## config.mk

```make
export PLATFORM = sky130hd
export DESIGN_NAME = slim_copper
export DESIGN_NICKNAME = d
export VERILOG_FILES = /design/src/source/copp_isa_pkg.sv /design/src/source/copp_bus_pkg.sv /design/src/source/copp_ctrl.sv /design/src/source/copp_hv_wait.sv /design/src/source/copp_ra_unit.sv /design/src/source/copp_sequencer.sv /design/src/source/slim_copper.sv
export SDC_FILE = /design/constraint.sdc
export NUM_CORES = 1
export LEC_CHECK = 0
export BUFFER_PORTS_ARGS = -buffer_cell sky130_fd_sc_hd__buf_2
export CAP_MARGIN = 25
export CORE_ASPECT_RATIO = 0.9
export CORE_MARGIN = 2
export CORE_UTILIZATION = 55
export DETAILED_ROUTE_END_ITERATION = 12
export GPL_ROUTABILITY_DRIVEN = 0
export PLACE_DENSITY_LB_ADDON = 0.08
export SETUP_SLACK_MARGIN = 0.5
export SYNTH_ARGS = -nofsm -noshare
export SYNTH_HDL_FRONTEND = slang
export SYNTH_SLANG_ARGS = --single-unit
```

## constraint.sdc

```tcl
create_clock -name clk -period 5.9 [get_ports clk]
set_input_delay 0 -clock clk [delete_from_list [all_inputs] [get_ports clk]]
set_output_delay 0 -clock clk [all_outputs]
set_load 0.1 [all_outputs]
```

## src/source/copp_isa_pkg.sv

```systemverilog
// ~~~~~~~~~~~~~~~~~~~~~~~~~~~~~~
// slim copper instruction set: opcodes,
// field positions, word types, FSM states
// ~~~~~~~~~~~~~~~~~~~~~~~~~~~~~~

package copp_isa_pkg;

    localparam int WORD_W      = 16;        // copper and XR data width
    localparam int COPP_ADDR_W = 11;        // copper memory is 2K words

    typedef logic [WORD_W-1:0]      word_t;         // program word / XR data
    typedef logic [COPP_ADDR_W-1:0] copp_addr_t;    // copper address or PC

    // opcode table (bits 13:12 select the class)
    //   rr00 oooo oooo oooo + im16      SETI   xadr14,#im16
    //   --01 rccc cccc cccc + xadr16    SETM   xadr16,cadr11  (r=1 reads RA)
    //   --10 0iii iiii iiii             HPOS   #im11
    //   --10 1iii iiii iiii             VPOS   #im11
    //   --11 0ccc cccc cccc             BRGE   cadd11  (taken when B=0)
    //   --11 1ccc cccc cccc             BRLT   cadd11  (taken when B=1)
    typedef enum logic [1:0] {
        OP_SETI  = 2'b00,                   // two words, immediate source
        OP_SETM  = 2'b01,                   // two words, memory or RA source
        OP_HVPOS = 2'b10,                   // beam wait
        OP_BRCC  = 2'b11                    // conditional branch on B
    } copp_op_t;

    localparam int B_OPCODE  = 12;          // 2-bit opcode field base
    localparam int B_HV_SEL  = 11;          // 0=HPOS, 1=VPOS
    localparam int B_HV_POS  = 10;          // msb of 11-bit beam target
    localparam int B_BR_SEL  = 11;          // 0=BRGE, 1=BRLT
    localparam int B_BR_ADR  = 10;          // msb of branch address
    localparam int B_COP_REG = 11;          // pseudo register select
    localparam int B_RA_SUB  = 0;           // RA load (0) or subtract (1)

    // config region holds the RA pseudo registers when B_COP_REG is set
    localparam logic [1:0] XR_CONFIG_REGION = 2'b00;
    localparam logic [11:0] RA_LOAD_OFFSET  = 12'h800;  // RA = val16
    localparam logic [11:0] RA_SUB_OFFSET   = 12'h801;  // RA = RA - val16

    // execution state
    typedef enum logic [1:0] {
        ST_FETCH   = 2'b00,                 // read opcode, or stall on beam wait
        ST_DECODE  = 2'b01,                 // act on IR
        ST_SETM_RD = 2'b10,                 // latch SETM destination word
        ST_SETM_WR = 2'b11                  // issue SETM write
    } copp_state_t;

endpackage

```

## src/source/copp_bus_pkg.sv

```systemverilog
// ~~~~~~~~~~~~~~~~~~~~~~~~~~~~~~
// slim copper system side types:
// XR write, copper memory read, beam position
// ~~~~~~~~~~~~~~~~~~~~~~~~~~~~~~

package copp_bus_pkg;

    typedef logic [15:0] xr_addr_t;         // region in 15:14, offset below
    typedef logic [10:0] hres_t;            // horizontal beam count
    typedef logic [10:0] vres_t;            // vertical beam count

    // XR register bus write, held until ack
    typedef struct packed {
        logic                   en;         // write pending
        xr_addr_t               addr;
        copp_isa_pkg::word_t    data;
    } xr_wr_t;

    // copper memory read request, data valid next cycle
    typedef struct packed {
        logic                     en;
        copp_isa_pkg::copp_addr_t addr;
    } copmem_rd_t;

    // beam position from the video timing block
    typedef struct packed {
        hres_t h;
        vres_t v;
        logic  end_of_line;                 // last pixel of the line
    } video_pos_t;

endpackage

```

## src/source/copp_ctrl.sv

```systemverilog
// ~~~~~~~~~~~~~~~~~~~~~~~~~~~~~~
// copper enable register and the
// per-frame run/clear control
// ~~~~~~~~~~~~~~~~~~~~~~~~~~~~~~
`default_nettype none
`timescale 1ns/1ps

module copp_ctrl (
    input  wire logic                     clk,
    input  wire logic                     cop_reset,
    input  wire logic                     cop_xreg_wr_i,      // control register write strobe
    input  wire logic                     cop_xreg_enable_i,  // enable bit of the write
    input  wire copp_bus_pkg::video_pos_t video_i,
    output      logic                     seq_clear_o         // holds sequencer at PC 0
);

    logic cop_en;                           // enable bit as written by software
    logic cop_run;                          // running this frame
    logic sof;

    // start of frame is the end of line 0
    assign sof = video_i.end_of_line && (video_i.v == '0);

    always_ff @(posedge clk) begin
        if (cop_reset) begin
            cop_en      <= 1'b0;
            cop_run     <= 1'b0;
            seq_clear_o <= 1'b1;            // keep sequencer idle out of reset
        end else begin
            if (sof) begin
                seq_clear_o <= 1'b1;        // restart program every frame
                cop_run     <= cop_en;      // enable only takes effect here
            end else begin
                seq_clear_o <= !cop_run;
            end

            if (cop_xreg_wr_i) begin
                cop_en <= cop_xreg_enable_i;
                if (!cop_xreg_enable_i) begin
                    cop_run <= 1'b0;        // disable stops at once
                end
            end
        end
    end

endmodule
`default_nettype wire

```

## src/source/copp_hv_wait.sv

```systemverilog
// ~~~~~~~~~~~~~~~~~~~~~~~~~~~~~~
// HPOS/VPOS beam wait flag
// ~~~~~~~~~~~~~~~~~~~~~~~~~~~~~~
`default_nettype none
`timescale 1ns/1ps

module copp_hv_wait (
    input  wire logic                     clk,
    input  wire logic                     seq_clear_i,
    input  wire logic                     hv_arm_i,     // one cycle pulse from decode
    input  wire logic                     hv_sel_v_i,   // 1 = wait on vertical count
    input  wire copp_bus_pkg::hres_t      hv_target_i,  // 11-bit immediate
    input  wire copp_bus_pkg::video_pos_t video_i,
    output      logic                     hv_waiting_o
);

    logic wait_v;                           // selected count is v
    logic reached;                          // beam at or past target

    // unsigned compare, so VPOS #-1 never completes within a frame
    always_comb begin
        if (wait_v) begin
            reached = video_i.v >= copp_bus_pkg::vres_t'(hv_target_i);
        end else begin
            reached = video_i.h >= hv_target_i;
        end
    end

    always_ff @(posedge clk) begin
        if (seq_clear_i) begin
            hv_waiting_o <= 1'b0;
            wait_v       <= 1'b0;
        end else if (hv_arm_i) begin
            hv_waiting_o <= 1'b1;           // always wait at least one cycle
            wait_v       <= hv_sel_v_i;
        end else if (reached) begin
            hv_waiting_o <= 1'b0;           // release fetch
        end
    end

endmodule
`default_nettype wire

```

## src/source/copp_ra_unit.sv

```systemverilog
// ~~~~~~~~~~~~~~~~~~~~~~~~~~~~~~
// RA accumulator with borrow flag
// from an unsigned subtract
// ~~~~~~~~~~~~~~~~~~~~~~~~~~~~~~
`default_nettype none
`timescale 1ns/1ps

module copp_ra_unit (
    input  wire logic                clk,
    input  wire logic                seq_clear_i,
    input  wire logic                ra_wr_en_i,    // pseudo register write pulse
    input  wire logic                ra_sub_i,      // 1 = RA_SUB, 0 = RA load
    input  wire copp_isa_pkg::word_t wr_data_i,     // last value written by copper
    output      copp_isa_pkg::word_t ra_o,
    output      logic                borrow_o       // B flag
);

    copp_isa_pkg::word_t ra_q;
    copp_isa_pkg::word_t diff;              // RA - wr_data

    // 17-bit subtract, msb is the borrow
    // B tracks the live RA against the value last written
    assign {borrow_o, diff} = {1'b0, ra_q} - {1'b0, wr_data_i};

    assign ra_o = ra_q;

    always_ff @(posedge clk) begin
        if (seq_clear_i) begin
            ra_q <= '0;                     // RA starts at 0 each frame
        end else if (ra_wr_en_i) begin
            if (ra_sub_i) begin
                ra_q <= diff;               // RA_SUB
            end else begin
                ra_q <= wr_data_i;          // plain load
            end
        end
    end

endmodule
`default_nettype wire

```

## src/source/copp_sequencer.sv

```systemverilog
// ~~~~~~~~~~~~~~~~~~~~~~~~~~~~~~
// copper fetch/decode/execute FSM,
// drives copper memory reads and XR writes
// ~~~~~~~~~~~~~~~~~~~~~~~~~~~~~~
`default_nettype none
`timescale 1ns/1ps

module copp_sequencer (
    input  wire logic                     clk,
    input  wire logic                     seq_clear_i,
    output      copp_bus_pkg::copmem_rd_t copmem_rd_o,
    input  wire copp_isa_pkg::word_t      copmem_rd_data_i,  // valid cycle after en
    output      copp_bus_pkg::xr_wr_t     xr_wr_o,
    input  wire logic                     xr_wr_ack_i,
    input  wire copp_isa_pkg::word_t      ra_i,
    input  wire logic                     borrow_i,
    output      logic                     ra_wr_en_o,
    output      logic                     ra_sub_o,
    output      copp_isa_pkg::word_t      wr_data_o,
    input  wire logic                     hv_waiting_i,
    output      logic                     hv_arm_o,
    output      logic                     hv_sel_v_o,
    output      copp_bus_pkg::hres_t      hv_target_o
);

    copp_isa_pkg::copp_state_t state;
    copp_isa_pkg::copp_op_t    op;
    copp_isa_pkg::copp_addr_t  pc;
    copp_isa_pkg::copp_addr_t  pc_next;
    copp_isa_pkg::word_t       ir;          // opcode, then SETM destination
    copp_bus_pkg::copmem_rd_t  rd_q;
    copp_bus_pkg::xr_wr_t      wr_q;
    logic                      rd_pipe;     // read data valid this cycle
    logic                      src_ra;      // SETM source is RA
    logic                      reg_wr_en;   // pseudo register write

    // destination in config region with the cop reg bit goes to RA
    function automatic logic is_ra_dest(copp_bus_pkg::xr_addr_t a);
        return (a[15:14] == copp_isa_pkg::XR_CONFIG_REGION) && a[copp_isa_pkg::B_COP_REG];
    endfunction

    assign op      = copp_isa_pkg::copp_op_t'(ir[copp_isa_pkg::B_OPCODE +: 2]);
    assign pc_next = pc + 1'b1;

    assign copmem_rd_o = rd_q;
    assign xr_wr_o     = wr_q;
    assign ra_wr_en_o  = reg_wr_en;
    assign ra_sub_o    = wr_q.addr[copp_isa_pkg::B_RA_SUB];  // 0x801 subtracts
    assign wr_data_o   = wr_q.data;         // also the compare operand for B

    // beam wait, armed straight from decode so fetch sees it next cycle
    assign hv_arm_o    = (state == copp_isa_pkg::ST_DECODE) && (op == copp_isa_pkg::OP_HVPOS);
    assign hv_sel_v_o  = ir[copp_isa_pkg::B_HV_SEL];
    assign hv_target_o = ir[copp_isa_pkg::B_HV_POS:0];

    always_ff @(posedge clk) begin
        if (seq_clear_i) begin
            state     <= copp_isa_pkg::ST_FETCH;
            pc        <= '0;
            rd_q      <= '0;
            wr_q      <= '0;
            rd_pipe   <= 1'b0;
            src_ra    <= 1'b0;
            reg_wr_en <= 1'b0;
        end else begin
            rd_q.en   <= 1'b0;              // strobes default off
            rd_q.addr <= pc;                // most reads are at PC
            reg_wr_en <= 1'b0;
            rd_pipe   <= rd_q.en;

            if (xr_wr_ack_i) begin
                wr_q.en <= 1'b0;            // hold write until acked
            end

            case (state)
                copp_isa_pkg::ST_FETCH: begin
                    if (!rd_pipe) begin
                        // stalled on beam wait, or read already out
                        if (!hv_waiting_i && !rd_q.en) begin
                            rd_q.en <= 1'b1;
                            pc      <= pc_next;
                        end
                    end else begin
                        ir <= copmem_rd_data_i;
                        // SETI/SETM have a second word, read it now
                        if (!copmem_rd_data_i[copp_isa_pkg::B_OPCODE+1]) begin
                            rd_q.en <= 1'b1;
                            pc      <= pc_next;
                        end
                        state <= copp_isa_pkg::ST_DECODE;
                    end
                end
                copp_isa_pkg::ST_DECODE: begin
                    case (op)
                        copp_isa_pkg::OP_SETI: begin
                            if (rd_pipe) begin      // im16 arrived
                                wr_q.addr <= ir;    // opcode bits are 00, so ir is the address
                                wr_q.data <= copmem_rd_data_i;
                                if (is_ra_dest(ir)) begin
                                    reg_wr_en <= 1'b1;
                                end else begin
                                    wr_q.en   <= 1'b1;
                                end
                                rd_q.en <= 1'b1;    // next fetch overlaps the write
                                pc      <= pc_next;
                                state   <= copp_isa_pkg::ST_FETCH;
                            end
                        end
                        copp_isa_pkg::OP_SETM: begin
                            rd_q.en   <= 1'b1;      // source read, unused if RA
                            rd_q.addr <= ir[copp_isa_pkg::COPP_ADDR_W-1:0];
                            src_ra    <= ir[copp_isa_pkg::B_COP_REG];
                            state     <= copp_isa_pkg::ST_SETM_RD;
                        end
                        copp_isa_pkg::OP_HVPOS: begin
                            state <= copp_isa_pkg::ST_FETCH;    // wait flag holds fetch
                        end
                        copp_isa_pkg::OP_BRCC: begin
                            // BRGE on B=0, BRLT on B=1
                            if (borrow_i == ir[copp_isa_pkg::B_BR_SEL]) begin
                                pc <= ir[copp_isa_pkg::B_BR_ADR:0];
                            end
                            state <= copp_isa_pkg::ST_FETCH;
                        end
                    endcase
                end
                copp_isa_pkg::ST_SETM_RD: begin
                    ir      <= copmem_rd_data_i;    // destination word
                    rd_q.en <= 1'b1;                // early fetch of next opcode
                    state   <= copp_isa_pkg::ST_SETM_WR;
                end
                copp_isa_pkg::ST_SETM_WR: begin
                    wr_q.addr <= ir;
                    wr_q.data <= src_ra ? ra_i : copmem_rd_data_i;
                    if (is_ra_dest(ir)) begin
                        reg_wr_en <= 1'b1;
                    end else begin
                        wr_q.en   <= 1'b1;
                    end
                    pc    <= pc_next;
                    state <= copp_isa_pkg::ST_FETCH;
                end
            endcase
        end
    end

endmodule
`default_nettype wire

```

## src/source/slim_copper.sv

```systemverilog
// ~~~~~~~~~~~~~~~~~~~~~~~~~~~~~~
// slim copper top, beam-timed XR
// register writer
// ~~~~~~~~~~~~~~~~~~~~~~~~~~~~~~
`default_nettype none
`timescale 1ns/1ps

module slim_copper (
    input  wire logic                     clk,
    input  wire logic                     cop_reset,
    output      copp_bus_pkg::copmem_rd_t copmem_rd_o,
    input  wire copp_isa_pkg::word_t      copmem_rd_data_i,
    output      copp_bus_pkg::xr_wr_t     xr_wr_o,
    input  wire logic                     xr_wr_ack_i,
    input  wire logic                     cop_xreg_wr_i,
    input  wire logic                     cop_xreg_enable_i,
    input  wire copp_bus_pkg::video_pos_t video_i
);

    logic                seq_clear;
    logic                ra_wr_en;
    logic                ra_sub;
    copp_isa_pkg::word_t wr_data;
    copp_isa_pkg::word_t ra;
    logic                borrow;
    logic                hv_arm;
    logic                hv_sel_v;
    copp_bus_pkg::hres_t hv_target;
    logic                hv_waiting;

    copp_ctrl copp_ctrl_inst (
        .clk               (clk),
        .cop_reset         (cop_reset),
        .cop_xreg_wr_i     (cop_xreg_wr_i),
        .cop_xreg_enable_i (cop_xreg_enable_i),
        .video_i           (video_i),
        .seq_clear_o       (seq_clear)
    );

    copp_sequencer copp_sequencer_inst (
        .clk              (clk),
        .seq_clear_i      (seq_clear),
        .copmem_rd_o      (copmem_rd_o),
        .copmem_rd_data_i (copmem_rd_data_i),
        .xr_wr_o          (xr_wr_o),
        .xr_wr_ack_i      (xr_wr_ack_i),
        .ra_i             (ra),
        .borrow_i         (borrow),
        .ra_wr_en_o       (ra_wr_en),
        .ra_sub_o         (ra_sub),
        .wr_data_o        (wr_data),
        .hv_waiting_i     (hv_waiting),
        .hv_arm_o         (hv_arm),
        .hv_sel_v_o       (hv_sel_v),
        .hv_target_o      (hv_target)
    );

    copp_ra_unit copp_ra_unit_inst (
        .clk         (clk),
        .seq_clear_i (seq_clear),
        .ra_wr_en_i  (ra_wr_en),
        .ra_sub_i    (ra_sub),
        .wr_data_i   (wr_data),
        .ra_o        (ra),
        .borrow_o    (borrow)
    );

    copp_hv_wait copp_hv_wait_inst (
        .clk          (clk),
        .seq_clear_i  (seq_clear),
        .hv_arm_i     (hv_arm),
        .hv_sel_v_i   (hv_sel_v),
        .hv_target_i  (hv_target),
        .video_i      (video_i),
        .hv_waiting_o (hv_waiting)
    );

endmodule
`default_nettype wire

```

==> metrics <==
nets@finish=800; initial antenna violation count=0; Syn. warnings=0; layout cells sized above 1=17.7%; Post-Syn Area=5250 µm²; PostCTS Resize Cnt=0; H-tree levels=3; CTS Root Cell=clkbuf_8; Buf+Inv Stages, Crit Path=0; relative slew slack=41.6%; post-route cell area=~6000 µm²; register area=approximately 2100 µm²; peak supply drop=0.132 mV; vias after detailed routing=4741; ys async rst share=0%; Worst-Margin Slew=875 ps; Multi-input gate area=2860 µm²; Vias per Instance=around 5.7; WP data required=approximately 6200 ps; Post-CTS Setup Bufs=0; drc violations=0; DRT iter0 DRCs=353; DR WL/cell=16.1 µm; final setup vio count=0; status=finished, final reports clean; Post-Syn Area per Cell=approximately 8.5 µm²; Syn Inst Count=between 600 and 700; number of port buffers=88; Clock Latency Late Sink=380 ps; Starting Density=57.0%; CTS buffer count=9; drt first pass iters=6; # clock sinks=a little under 100; Worst Slack Setup Final=around 2800 ps; commonest non-fill, non-tap cells in the layout=nand2_1 (91), buf_2 (88), dfxtp_1 (81), a21oi_1 (69), nor2_1 (61); Pwr Total=0.00113 W; Fillers=about 770; Post-synth EDFFs=16; CP Cell Sequence=ha_1 -> fa_1 -> nor2b_4 -> o31a_1 -> a221o_1 -> a31oi_2 -> nor2_1 -> nor3_2 -> a21oi_1 -> a311oi_1; gr usage total=26.3%; TritonCTS clock tree=done; final slew viol count=0; dpl ws=2860 ps; crit path DAT=3370 ps; pwr dens=183 nW/µm²; # rows=33; Peak Freq=0.325 GHz; Seq/Total Area, Yosys=roughly 40%; CP Capture Type=flop; type of the worst setup path=flop to flop; final WL=13500 µm; CTS Buffer Depth=2; critical path's top delay family=compound AO/OA/AOI/OAI gates; Final Critical Period=3070 ps; Synth Flop Type=dfxtp_1; largest net degree at the start of global routing=a little over 80; crit-path max cell delay=roughly 680 ps; clk slew on worst S/H paths=110 ps; io pins=89; syn_nets=709; DIE AREA=10300 µm²; CORE AREA=9210 µm²; FF+latch count, synth=98; RSZ-0062 raised after global routing=no; final worst-path cycle share=a little over half; Die Y=96.7 µm; Routed Antenna Nets=0; slowest library cell on the worst path=nor3_2; # hold bufs at CTS=22; post-synth cell types=56; first-pass GRT wire length=21700 µm; placed cell areas=5760 µm²; max-cap violations=0; endpoints failing hold=0; Horiz. Die Dim=107 µm; Layout area overhead=17.7%; static leakage=about 2.4 nW; CP max FO=13; Overflow after GRT=0; HPWL Detailed=approximately 9500 µm; diode count=0; worst clock skew=14.0 ps; vias in the first global route=4389; TNS Setup=0 ps; critical path launch point type=flop; fin util=67.1%; Hold Path Class=primary input to flop; most common cell after layout, fill and taps aside=nand2_1
==> cell usage after synthesis (3+ instances only) <==
master,count,area share [%]
nand3b_1,3,0.43
and2_1,6,0.71
mux2i_1,12,2.3
clkbuf_1,29,2.1
o21ai_0,30,2.9
nor3_1,10,0.95
a222oi_1,15,2.9
a21o_1,10,1.4
nor2_1,61,4.4
o21bai_1,3,0.43
nand2b_1,7,0.83
a211oi_1,7,1.0
dfxtp_1,82,31
ha_1,43,10
and3_1,10,1.2
nand4_1,3,0.36
a31oi_1,5,0.60
inv_1,34,2.4
nand3_1,6,0.57
a21oi_1,69,6.6
o21a_1,3,0.43
nor2b_1,8,0.95
xnor2_1,8,1.3
o21ai_2,8,1.3
nand2_1,91,6.5
a311oi_1,3,0.50
edfxtp_1,16,9.1
==> path summary, 6_finish.rpt <==
kind,slack (ps),to,start,cells after the start
hold / removal,8,copp_ctrl_inst.seq_clear_o,video_i[2],4
hold reg to reg,430,copp_ctrl_inst.seq_clear_o,copp_ctrl_inst.cop_run,1
setup / recovery,2830,copp_sequencer_inst.pc[0],copp_sequencer_inst.wr_data_o[0],10
setup reg to reg,2830,copp_sequencer_inst.pc[0],copp_sequencer_inst.wr_data_o[0],10
==> area by class of cell <==
class,count,area share (%)
sequential,98,34.4
tap,122,2.47
clock buffer,10,2.06
multi-input combinational,454,46.3
timing repair buffer,115,11.9
inverter,34,2.06
clock inverter,6,0.810
==> registers in the layout, summed over array words and instances, names as in the netlist, named ones only <==
signal / flops
copp_ctrl_inst.cop_en: 1
copp_ctrl_inst.cop_run: 1
copp_ctrl_inst.seq_clear_o: 1
copp_hv_wait_inst.hv_waiting_o: 1
copp_hv_wait_inst.wait_v: 1
copp_ra_unit_inst.ra_o: 16
copp_sequencer_inst.copmem_rd_o: 12
copp_sequencer_inst.ir: 16
copp_sequencer_inst.pc: 11
copp_sequencer_inst.ra_sub_o: 1
copp_sequencer_inst.ra_wr_en_o: 1
copp_sequencer_inst.rd_pipe: 1
copp_sequencer_inst.src_ra: 1
copp_sequencer_inst.state: 1
copp_sequencer_inst.wr_data_o: 16
copp_sequencer_inst.xr_wr_o: 16
==> per-layer routing <==
| metal | GRT usage, % | share of wire (%) |
|---|---|---|
| met4 | 7.89 | 1.2 |
| met1 | 37.8 | 46 |
| met3 | 4.65 | 7.5 |
| met2 | 40.3 | 46 |
| met5 | 0 | 0 |
==> stage by stage <==
step                      hold slack (ps)  cells
after floorplan                      72.4    621
after global placement                184    799
after detailed placement              195    800
after CTS                           0.458    838
after global routing                 19.0    839
final                                8.16    839
==> power by group <==
| group | switching, W | internal, W |
|---|---|---|
| Combinational | 0.0000180 | 0.0000268 |
| Clock | 0.000251 | 0.000159 |
| Sequential | 0.000000192 | 0.000678 |
| Total | 0.000270 | 0.000864 |
==> cells by family after synthesis <==
kind of cell	after synthesis	synth area share, %
AO/OA/AOI/OAI	171	20.8
XOR/XNOR	10	1.67
adder cells (fa/ha/maj)	44	10.6
buffers and inverters	69	5.27
flip-flops	98	40.4
multiplexers	13	2.50
AND/OR/NAND/NOR	216	18.8
==> worst register-to-register path: stages (launching register included) <==
cell	delay, ps
dfxtp_1	400
ha_1	220
fa_1	280
nor2b_4	60
o31a_1	290
a221o_1	350
a31oi_2	230
nor2_1	100
nor3_2	680
a21oi_1	140
a311oi_1	260
(Power assumes the default switching activity.)
